===== config.mk =====
export PLATFORM = sky130hd
export DESIGN_NAME = tag_tx_core
export DESIGN_NICKNAME = d
export VERILOG_FILES = /design/src/radio_pkg.sv /design/src/tag_tx_pkg.sv /design/src/tag_frame_if.sv /design/src/frame_fifo.sv /design/src/symbol_timer.sv /design/src/tag_tx_fsm.sv /design/src/tx_symbol_path.sv /design/src/tag_tx_core.sv
export SDC_FILE = /design/constraint.sdc
export NUM_CORES = 1
export LEC_CHECK = 0
export BUFFER_PORTS_ARGS = -buffer_cell sky130_fd_sc_hd__buf_2
export CAP_MARGIN = 20
export CORE_AREA = 5 5 109 111
export DETAILED_ROUTE_END_ITERATION = 10
export DIE_AREA = 0 0 114 116
export GPL_TIMING_DRIVEN = 0
export HOLD_SLACK_MARGIN = 0.15
export PLACE_DENSITY = 0.78
export SLEW_MARGIN = 0
export SYNTH_ARGS = -nofsm -noshare
export SYNTH_HDL_FRONTEND = slang
export SYNTH_SLANG_ARGS = --single-unit

===== constraint.sdc =====
create_clock -name radio_clk -period 9.8 [get_ports radio_clk]
set_input_delay 1.96 -clock radio_clk [delete_from_list [all_inputs] [get_ports radio_clk]]
set_output_delay 1.96 -clock radio_clk [all_outputs]
set_load 0.02 [all_outputs]

===== src/radio_pkg.sv =====
package radio_pkg;

   // ---------------------
   // DAC sample format
   // ---------------------

   localparam int SAMPLE_W = 16;

   typedef logic signed [SAMPLE_W-1:0] sample_t;

   // one DAC word, I in the upper half
   typedef struct packed {
      sample_t i;
      sample_t q;
   } iq_t;

   localparam sample_t TAG_AMPLITUDE = 16'sd32767;   // level for a one bit

endpackage


===== src/tag_tx_pkg.sv =====
package tag_tx_pkg;

   // ---------------------
   // frame layout
   // ---------------------

   localparam int FRAME_BITS = 32;

   typedef logic [FRAME_BITS-1:0] frame_bits_t;   // sent msb first

   // frame opcode
   typedef enum logic {
      TX_NOW     = 1'b0,   // send when reached
      TX_ON_TRIG = 1'b1    // hold until front-panel trigger
   } tx_cmd_e;

   typedef struct packed {
      tx_cmd_e     cmd;
      frame_bits_t bits;
   } frame_t;

   // sequencer states
   typedef enum logic [1:0] {
      ST_IDLE      = 2'd0,
      ST_WAIT_TRIG = 2'd1,
      ST_SEND      = 2'd2
   } tx_state_e;

endpackage


===== src/tag_frame_if.sv =====
interface tag_frame_if;
   import tag_tx_pkg::*;

   frame_t frame;   // head entry of the buffer
   logic   avail;   // buffer not empty
   logic   take;    // consume head, one cycle

   modport fifo (
      output frame,
      output avail,
      input  take
   );

   modport fsm (
      input  avail,
      input  frame,
      output take
   );

   // bits are loaded on the take edge
   modport path (
      input  frame,
      input  take
   );

endinterface


===== src/frame_fifo.sv =====
module frame_fifo #(
   parameter int FIFO_DEPTH = 2
) (
   input  logic               radio_clk,
   input  logic               i_rst_n,
   input  logic               i_wr_valid,
   input  tag_tx_pkg::frame_t i_wr_frame,
   output logic               o_credit,
   tag_frame_if.fifo          frame_fifo
);
   import tag_tx_pkg::*;

   localparam int PTR_W = (FIFO_DEPTH > 1) ? $clog2(FIFO_DEPTH) : 1;
   localparam int CNT_W = $clog2(FIFO_DEPTH + 1);

   frame_t           mem [FIFO_DEPTH];
   logic [PTR_W-1:0] wr_ptr;
   logic [PTR_W-1:0] rd_ptr;
   logic [CNT_W-1:0] count;
   logic             full;
   logic             wr_en;
   logic             rd_en;

   // wrap at depth, depth need not be a power of two
   function automatic logic [PTR_W-1:0] ptr_inc(input logic [PTR_W-1:0] ptr);
      if (ptr == PTR_W'(FIFO_DEPTH - 1)) begin
         return '0;
      end
      return ptr + 1'b1;
   endfunction

   assign full  = (count == CNT_W'(FIFO_DEPTH));
   assign wr_en = i_wr_valid && !full;
   assign rd_en = frame_fifo.take && frame_fifo.avail;

   assign frame_fifo.avail = (count != '0);
   assign frame_fifo.frame = mem[rd_ptr];   // show-ahead read

   always_ff @(posedge radio_clk) begin
      if (wr_en) begin
         mem[wr_ptr] <= i_wr_frame;
      end
   end

   always_ff @(posedge radio_clk or negedge i_rst_n) begin
      if (!i_rst_n) begin
         wr_ptr   <= '0;
         rd_ptr   <= '0;
         count    <= '0;
         o_credit <= 1'b0;
      end else begin
         if (wr_en) wr_ptr <= ptr_inc(wr_ptr);
         if (rd_en) rd_ptr <= ptr_inc(rd_ptr);
         case ({wr_en, rd_en})
            2'b10:   count <= count + 1'b1;
            2'b01:   count <= count - 1'b1;
            default: count <= count;   // both or neither
         endcase
         o_credit <= rd_en;   // one credit back per removed entry
      end
   end

endmodule


===== src/symbol_timer.sv =====
module symbol_timer #(
   parameter int SAMPLES_PER_SYMBOL = 9
) (
   input  logic radio_clk,
   input  logic i_rst_n,
   input  logic i_load,
   input  logic i_run,
   output logic o_sym_end,
   output logic o_frame_end
);
   import tag_tx_pkg::*;

   localparam int SAMP_W = (SAMPLES_PER_SYMBOL > 1) ? $clog2(SAMPLES_PER_SYMBOL) : 1;
   localparam int BIT_W  = $clog2(FRAME_BITS);

   logic [SAMP_W-1:0] samp_cnt;   // sample within symbol
   logic [BIT_W-1:0]  bit_cnt;    // bit index within frame
   logic              last_samp;
   logic              last_bit;

   assign last_samp   = (samp_cnt == SAMP_W'(SAMPLES_PER_SYMBOL - 1));
   assign last_bit    = (bit_cnt == BIT_W'(FRAME_BITS - 1));
   assign o_sym_end   = i_run && last_samp;
   assign o_frame_end = o_sym_end && last_bit;

   always_ff @(posedge radio_clk or negedge i_rst_n) begin
      if (!i_rst_n) begin
         samp_cnt <= '0;
         bit_cnt  <= '0;
      end else if (i_load) begin
         samp_cnt <= '0;
         bit_cnt  <= '0;
      end else if (i_run) begin
         if (last_samp) begin
            samp_cnt <= '0;
            bit_cnt  <= last_bit ? '0 : bit_cnt + 1'b1;
         end else begin
            samp_cnt <= samp_cnt + 1'b1;
         end
      end
   end

endmodule


===== src/tag_tx_fsm.sv =====
module tag_tx_fsm (
   input  logic     radio_clk,
   input  logic     i_rst_n,
   input  logic     i_trigger,
   input  logic     i_sym_end,
   input  logic     i_frame_end,
   output logic     o_load,
   output logic     o_run,
   output logic     o_sending,
   tag_frame_if.fsm frame
);
   import tag_tx_pkg::*;

   tx_state_e state;
   tx_state_e state_nxt;

   // --------------------
   // next state
   // --------------------
   always_comb begin
      state_nxt  = state;
      frame.take = 1'b0;
      case (state)
         ST_IDLE: begin
            if (frame.avail) begin
               frame.take = 1'b1;   // take at once, opcode picks the path
               if (frame.frame.cmd == TX_ON_TRIG) begin
                  state_nxt = ST_WAIT_TRIG;
               end else begin
                  state_nxt = ST_SEND;
               end
            end
         end
         ST_WAIT_TRIG: begin
            if (i_trigger) begin
               state_nxt = ST_SEND;
            end
         end
         ST_SEND: begin
            // frame end only counts on a symbol boundary
            if (i_sym_end && i_frame_end) begin
               state_nxt = ST_IDLE;
            end
         end
         default: state_nxt = ST_IDLE;
      endcase
   end

   always_ff @(posedge radio_clk or negedge i_rst_n) begin
      if (!i_rst_n) begin
         state <= ST_IDLE;
      end else begin
         state <= state_nxt;
      end
   end

   assign o_load    = frame.take;   // restart counts with each new frame
   assign o_run     = (state == ST_SEND);
   assign o_sending = (state == ST_SEND);

endmodule


===== src/tx_symbol_path.sv =====
module tx_symbol_path (
   input  logic           radio_clk,
   input  logic           i_rst_n,
   input  logic           i_sending,
   input  logic           i_sym_end,
   input  radio_pkg::iq_t i_host_tx,
   output radio_pkg::iq_t o_tx,
   output logic           o_tx_valid,
   output logic           o_tag_gate,
   tag_frame_if.path      frame
);
   import radio_pkg::*;
   import tag_tx_pkg::*;

   frame_bits_t shift_reg;
   iq_t         bpsk_iq;

   // --------------------
   // bit shifter
   // --------------------
   always_ff @(posedge radio_clk) begin
      if (frame.take) begin
         shift_reg <= frame.frame.bits;
      end else if (i_sym_end) begin
         shift_reg <= {shift_reg[FRAME_BITS-2:0], 1'b0};   // next bit to msb
      end
   end

   // BPSK on I only
   always_comb begin
      bpsk_iq.q = '0;
      if (shift_reg[FRAME_BITS-1]) begin
         bpsk_iq.i = TAG_AMPLITUDE;
      end else begin
         bpsk_iq.i = -TAG_AMPLITUDE;
      end
   end

   // --------------------
   // DAC output register
   // --------------------
   always_ff @(posedge radio_clk or negedge i_rst_n) begin
      if (!i_rst_n) begin
         o_tx       <= '0;
         o_tx_valid <= 1'b0;
         o_tag_gate <= 1'b0;
      end else begin
         o_tx       <= i_sending ? bpsk_iq : i_host_tx;   // host sample when idle
         o_tx_valid <= i_sending;
         o_tag_gate <= i_sending;   // tag enabled while on air
      end
   end

endmodule


===== src/tag_tx_core.sv =====
module tag_tx_core #(
   parameter int SAMPLES_PER_SYMBOL = 9,
   parameter int FIFO_DEPTH         = 2
) (
   input  logic                    radio_clk,
   input  logic                    i_rst_n,
   input  logic                    i_frame_valid,
   input  tag_tx_pkg::tx_cmd_e     i_frame_cmd,
   input  tag_tx_pkg::frame_bits_t i_frame_bits,
   input  logic                    i_trigger,
   input  radio_pkg::iq_t          i_host_tx,
   output logic                    o_credit,
   output radio_pkg::iq_t          o_tx,
   output logic                    o_tx_valid,
   output logic                    o_tag_gate
);

   tag_frame_if frame_ch ();

   logic tmr_load;
   logic tmr_run;
   logic sym_end;
   logic frame_end;
   logic sending;

   // frame buffer, opcode packed above the bits
   frame_fifo #(
      .FIFO_DEPTH (FIFO_DEPTH)
   ) fifo_i (
      .radio_clk  (radio_clk),
      .i_rst_n    (i_rst_n),
      .i_wr_valid (i_frame_valid),
      .i_wr_frame ({i_frame_cmd, i_frame_bits}),
      .o_credit   (o_credit),
      .frame_fifo (frame_ch.fifo)
   );

   symbol_timer #(
      .SAMPLES_PER_SYMBOL (SAMPLES_PER_SYMBOL)
   ) timer_i (
      .radio_clk   (radio_clk),
      .i_rst_n     (i_rst_n),
      .i_load      (tmr_load),
      .i_run       (tmr_run),
      .o_sym_end   (sym_end),
      .o_frame_end (frame_end)
   );

   tag_tx_fsm fsm_i (
      .radio_clk   (radio_clk),
      .i_rst_n     (i_rst_n),
      .i_trigger   (i_trigger),
      .i_sym_end   (sym_end),
      .i_frame_end (frame_end),
      .o_load      (tmr_load),
      .o_run       (tmr_run),
      .o_sending   (sending),
      .frame       (frame_ch.fsm)
   );

   tx_symbol_path path_i (
      .radio_clk  (radio_clk),
      .i_rst_n    (i_rst_n),
      .i_sending  (sending),
      .i_sym_end  (sym_end),
      .i_host_tx  (i_host_tx),
      .o_tx       (o_tx),
      .o_tx_valid (o_tx_valid),
      .o_tag_gate (o_tag_gate),
      .frame      (frame_ch.path)
   );

endmodule


==> Word-level counts from Yosys, hierarchy flattened <==
Memories as Yosys holds them, arrays and structs flattened.
Cells that the tools add are included.
W data, S select, Z words.
{ "totals": {"regBits": 81, "latchBits": 0, "ramBits": 66, "romBits": 0, "in_bits": 69, "output_inout_bits": 35, "word_cells": 71, "mem_count": 1} }
{ "memory_table": {"columns": ["name", "words", "word_bits", "rd", "rd_clocked_by_memory_dff", "wr", "line", "rtl"], "rows": [
  ["fifo_i.mem", 2, 33, 1, 0, 1, "frame_fifo.sv:16", "frame_t mem [FIFO_DEPTH];"]
]} }
{ "op_classes": {"add_sub_neg": 6, "mul": 0, "div_mod_pow": 0, "order_cmp": 0, "n_eq_ne": 10, "shifts": 0, "mux": 29, "bitwise": 0, "reduce_logical": 14} }
{ "ops": {"columns": ["operator", "n"], "rows": [
  ["$mux W32", 3],
  ["$mux W5", 4],
  ["$mux W16", 1],
  ["$mux W1", 12],
  ["$mux W4", 3],
  ["$reduce_bool A2 Y1", 5],
  ["$mux W2", 4],
  ["$eq A2 B2 Y1 const B", 3],
  ["$ne A2 B2 Y1 const B", 3],
  ["$pmux W2 S3", 1],
  ["$add A5 B1 Y5 const B", 1],
  ["$eq A5 B5 Y1 const B", 1],
  ["$logic_and A1 B1 Y1", 5],
  ["$add A4 B1 Y4 const B", 1],
  ["$eq A2 B1 Y1 const B", 2],
  ["$eq A4 B4 Y1 const B", 1],
  ["$pmux W2 S2", 1],
  ["$reduce_and A3 Y1", 1],
  ["$add A1 B1 Y1 const B", 2],
  ["$add A2 B1 Y2 const B", 1],
  ["$logic_not A2 Y1", 1],
  ["$reduce_and A2 Y1", 1],
  ["$sub A2 B1 Y2 const B", 1],
  ["$logic_not A1 Y1", 1]
]} }

==> Logic depth before layout (Yosys ltp) <==
{ "depth": {"ltp_word": 6, "ltp_mapped": 8, "mapped_depth_nobuf": 7} }

==> Modules after synthesis <==
A second synthesis with hierarchy kept.
{ "hier_totals": {"hier_cells": 347, "area_unflattened_um2": 6000.8} }
{ "modules_own_cells": {"columns": ["mod", "instances", "cells_per_inst", "area_each_um2", "seq_area_each_um2"], "rows": [
  ["frame_fifo", 1, 122, 2741.4, 2107.0],
  ["tx_symbol_path", 1, 155, 2603.7, 1786.7],
  ["symbol_timer", 1, 56, 526.8, 225.2],
  ["tag_tx_fsm", 1, 14, 128.9, 50.0]
]} }

==> Least setup slack after synthesis <==
OpenSTA, ideal clock, no wires.
{ "synth_path": {"kind": "input to register", "from": "input i_frame_valid", "to": "memory fifo_i.mem[0][0] (netlist bit) (enable)", "setup_time_ps": 423, "arrival_ps": 3563, "required_ps": 9377, "setup_slack_ps": 5814, "cell_stages": 2, "n_path_buf": 0, "path_cell_list": "o21ai_0 -> nor2_1"} }
{ "synth_via": {"elab_chain_cells": 3} }
{ "synth_lines": {"columns": ["item", "line", "rtl"], "rows": [
  ["start: declaration", "tag_tx_core.sv:7", "input logic i_frame_valid,"],
  ["$logic_and A1 B1 Y1", "frame_fifo.sv:33", "assign wr_en = i_wr_valid && !full;"],
  ["$mux W1", "frame_fifo.sv:40", "if (wr_en) begin"],
  ["$mux W1 (implied by the code)", "frame_fifo.sv:41", "mem[wr_ptr] <= i_wr_frame;"],
  ["end: declaration", "frame_fifo.sv:16", null]
]} }
Every way passes these cells.

==> Worst setup path in the final report <==
{ "layout_path": {"from": "register path_i.o_tx_valid", "to": "output o_tx_valid"} }
{ "layout_rtl": {"columns": ["item", "line", "rtl"], "rows": [
  ["start: declaration", "tx_symbol_path.sv:8", "output logic o_tx_valid,"],
  ["start signal: assignment", "tx_symbol_path.sv:49", "o_tx_valid <= i_sending;"],
  ["end: declaration", "tag_tx_core.sv:14", "output logic o_tx_valid,"]
]} }
No word-level cell between the ends.

==> summary.md <==
| Metric | Value |
|---|---|
| Most frequent cells in the layout | buf_2 (108), edfxtp_1 (98), dfrtp_1 (49), mux2_2 (33), nand2_1 (32) |
| Pin count of the biggest net entering global routing | 50 |
| Startpoint Class | flip-flop |
| Clock sink total | ~150 |
| IO Count | ~100 |
| Hold path depth | 1 |
| Comb pwr share | 1.5% |
| DRC Markers | 0 |
| Hold violation total from the final report | 0 |
| Mapped Cells | around 350 |
| Pint | ~1.0 mW |
| Final Skew | between 0.005 and 0.006 ns |
| Post-synth ARST share | roughly 33% |
| Resize count post-CTS | 0 |
| Row cnt | 38 |
| Max Cap Viol | 0 |
| Hold-fix buffers, CTS | 0 |
| Tcrit/Tclk final | 31.85% |
| YS warnings | 0 |
| Drt total wl | 10570 um |
| Yosys cell types | between 40 and 50 |
| Crit path largest cell delay | roughly 0.38 ns |
| Mean Syn Cell Area | ~17 sq um |
| Clk Latency, worst-skew pair | roughly 0.52 ns |
| P_leak | 2.872 nW |
| CTS tree | done |
| Max clock buf depth | 2 |
| CTS H-tree depth | 4 |
| Die Wd | approximately 110 um |
| NumNets Final | between 500 and 600 |
| Post-synthesis sequential area ratio | between 70% and 80% |
| FF+latch count, synth | approximately 150 |
| Hold Path Class | reg2reg |
| Share of layout cells above drive strength 1 | a little under half |
| Routed WL per cell | 16.81 um |
| Peak supply drop | about 120 uV |
| Slowest-stage cell, CP | dfrtp_1 |
| Buffers on Ports | roughly 100 |
| Sequential power share | roughly half |
| Bufs and invs on worst path | 2 |
| Final antenna-violating net count | 0 |
| Clock share of power | 47.0% |
| Ys flop type | edfxtp_1 |
| Switch share | about 20% |
| Pre-CTS setup slack | about 6.4 ns |
| Die area | ~13000 sq um |
| Critical Path End Type | primary output |
| Slew Limit Headroom | 39.73% |
| Worst slew pin tran | roughly 0.89 ns |
| Antenna violations before repair | 1 |
| Starting density of the core | 54.53% |
| Root buffer cell | clkbuf_8 |
| HP Start | path_i.shift_reg[31]$_DFFE_PP_ |
| Length in cells of the worst reg-to-reg path | 4 |
| Total Routing Usage GR | roughly 17% |
| Placer Congestion | just under 0.8 |
| Vias per cell | between 5 and 6 |
| Crit Path Category | reg2out |
| Core area | 10700 sq um |
| Post-route minimum period | approximately 3.1 ns |
| DRT iter0 DRCs | around 260 |
| First-pass GRT wire length | 16720 um |
| Vias in the first global route | about 3400 |
| Finish-stage setup viols | 0 |
| GRT overflow | 0 |
| Max Freq | approximately 0.32 GHz |
| FF-to-FF Start | fifo_i.count[1]$_DFFE_PN0P_ |
| Total negative slack | 0 ns |
| Psw | between 200 and 300 uW |
| Post-route setup slack | 6.679 ns |
| Status | finished clean |
| Worst Hold Endpoint | path_i.o_tx[31]$_DFF_PN0_ |
| Pins over their slew limit | 0 |
| Area Overhead vs Synth | 24.13% |
| # Post-CTS Setup Buffers | 0 |
| Reg-to-reg slack, setup | roughly 8 ns |
| Most common cell after layout, fill and taps aside | buf_2 |
| Power Dens Cells | 177.3 nW/um^2 |
| Crit-path cells | buf_4, buf_2 |
| Mapped Nets | 422 |
| First-pass DRT Iterations | 4 |
| Cts bufs inserted | 17 |
| Syn Std Cell Area | ~5800 sq um |
| Post-synth EDFFs | 98 |
| Top Family by Delay on Critical Path | flip-flops |
| CP Max Fanout | 2 |
| Die height | 116 um |
| Hpwl dp | 7130 um |
| Worst Path Arrival | about 1.2 ns |
| CP required | 7.84 ns |
| RSZ-0062 raised after global routing | false |
| Worst R2R End | fifo_i.mem[1][26]$_DFFE_PP_ |
| DR vias | 3191 |
| Max reg flops | 66 |
| Clock slew at reported path FFs | roughly 0.06 ns |
stage by stage:
step                      instance area [sq um]  instances  total power [mW]  hold WS, ns  util (%)
after floorplan                            5833        348            0.6739       0.4409         -
after global placement                     6524        591            0.6914       0.4815     60.98
after detailed placement                   6649        595            0.6926       0.5214     62.15
after CTS                                  7218        627             1.293       0.5288     67.47
after global routing                       7241        629             1.328       0.5629     67.68
final                                      7241        629             1.283       0.5292     67.68
metal layers:
metal,routed length (um),up-vias,track usage (%),share of wire (%)
met2,5504,77,27.01,52
met1,4379,1575,21.29,41
met3,465,20,4.386,4.4
met5,0,-,0,0
met4,223,0,8.314,2.1
li1,-,1519,-,-
worst reg2reg max path, delay by kind of cell, from the launching register on:
| kind | cells | cell delay, ns |
|---|---|---|
| AOI/OAI and AO/OA | 1 | 0.72 |
| DFF | 1 | 0.39 |
| and+or+nand+nor | 1 | 0.23 |
| buffers and inverters | 2 | 0.34 |
power by group through the flow:
stage,clock [mW],sequential (mW),combinational (mW)
floorplan,0,0.674,0.000184
global placement,0,0.674,0.0179
detailed placement,0,0.674,0.0191
CTS,0.612,0.661,0.0192
global route,0.645,0.661,0.0226
finish,0.603,0.661,0.0197
Yosys cell counts (5+ instances only):
library cell | count | area [sq um]
edfxtp_1 | 98 | 2943
dfrtp_1 | 49 | 1226
mux2_2 | 33 | 371.6
nand2_1 | 32 | 120.1
mux2_4 | 29 | 435.4
and2_1 | 16 | 100.1
inv_1 | 13 | 48.80
o21ai_0 | 7 | 35.03
buf_2 | 5 | 25.02
clkbuf_1 | 5 | 18.77
ha_1 | 5 | 62.56
nor2_1 | 5 | 18.77
xnor2_1 | 5 | 43.79
cell type report:
| class | count | area, sq um |
|---|---|---|
| flip-flops and latches | 147 | 4169 |
| fillers | 726 | 3457 |
| multi-input cells | 170 | 1499 |
| repair buffers | 108 | 633.1 |
| clock buffers | 23 | 503.0 |
| well taps | 140 | 175.2 |
| plain buffers | 16 | 123.9 |
| inverters | 15 | 68.82 |
| clock inverters | 9 | 66.31 |
| diodes | 1 | 2.502 |
worst max path at each step:
stage                                                end  cells past startpoint  slack [ns]                             from
after global placement    timer_i.bit_cnt[3]$_DFFE_PN0P_                      5        4.51  timer_i.samp_cnt[0]$_DFFE_PN0P_
final                                         o_tx_valid                      2        6.68      path_i.o_tx_valid$_DFF_PN0_
after floorplan               fifo_i.mem[0][0]$_DFFE_PP_                      2        5.81                    i_frame_valid
after detailed placement     fifo_i.mem[0][17]$_DFFE_PP_                      4        6.39                    i_frame_valid
after CTS                                     o_tx_valid                      2        6.65      path_i.o_tx_valid$_DFF_PN0_
after global routing                          o_tx_valid                      2        6.62      path_i.o_tx_valid$_DFF_PN0_
cells by family after synthesis:
family | Yosys count | synth area share (%)
flops | 147 | 71.47
simple gates | 76 | 6.822
mux | 64 | 14.18
buf+inv | 31 | 3.303
compound gates | 19 | 2.252
xor+xnor | 6 | 0.9009
fa+ha+maj | 5 | 1.073
No activity file was read; power rests on OpenSTA's default activity.
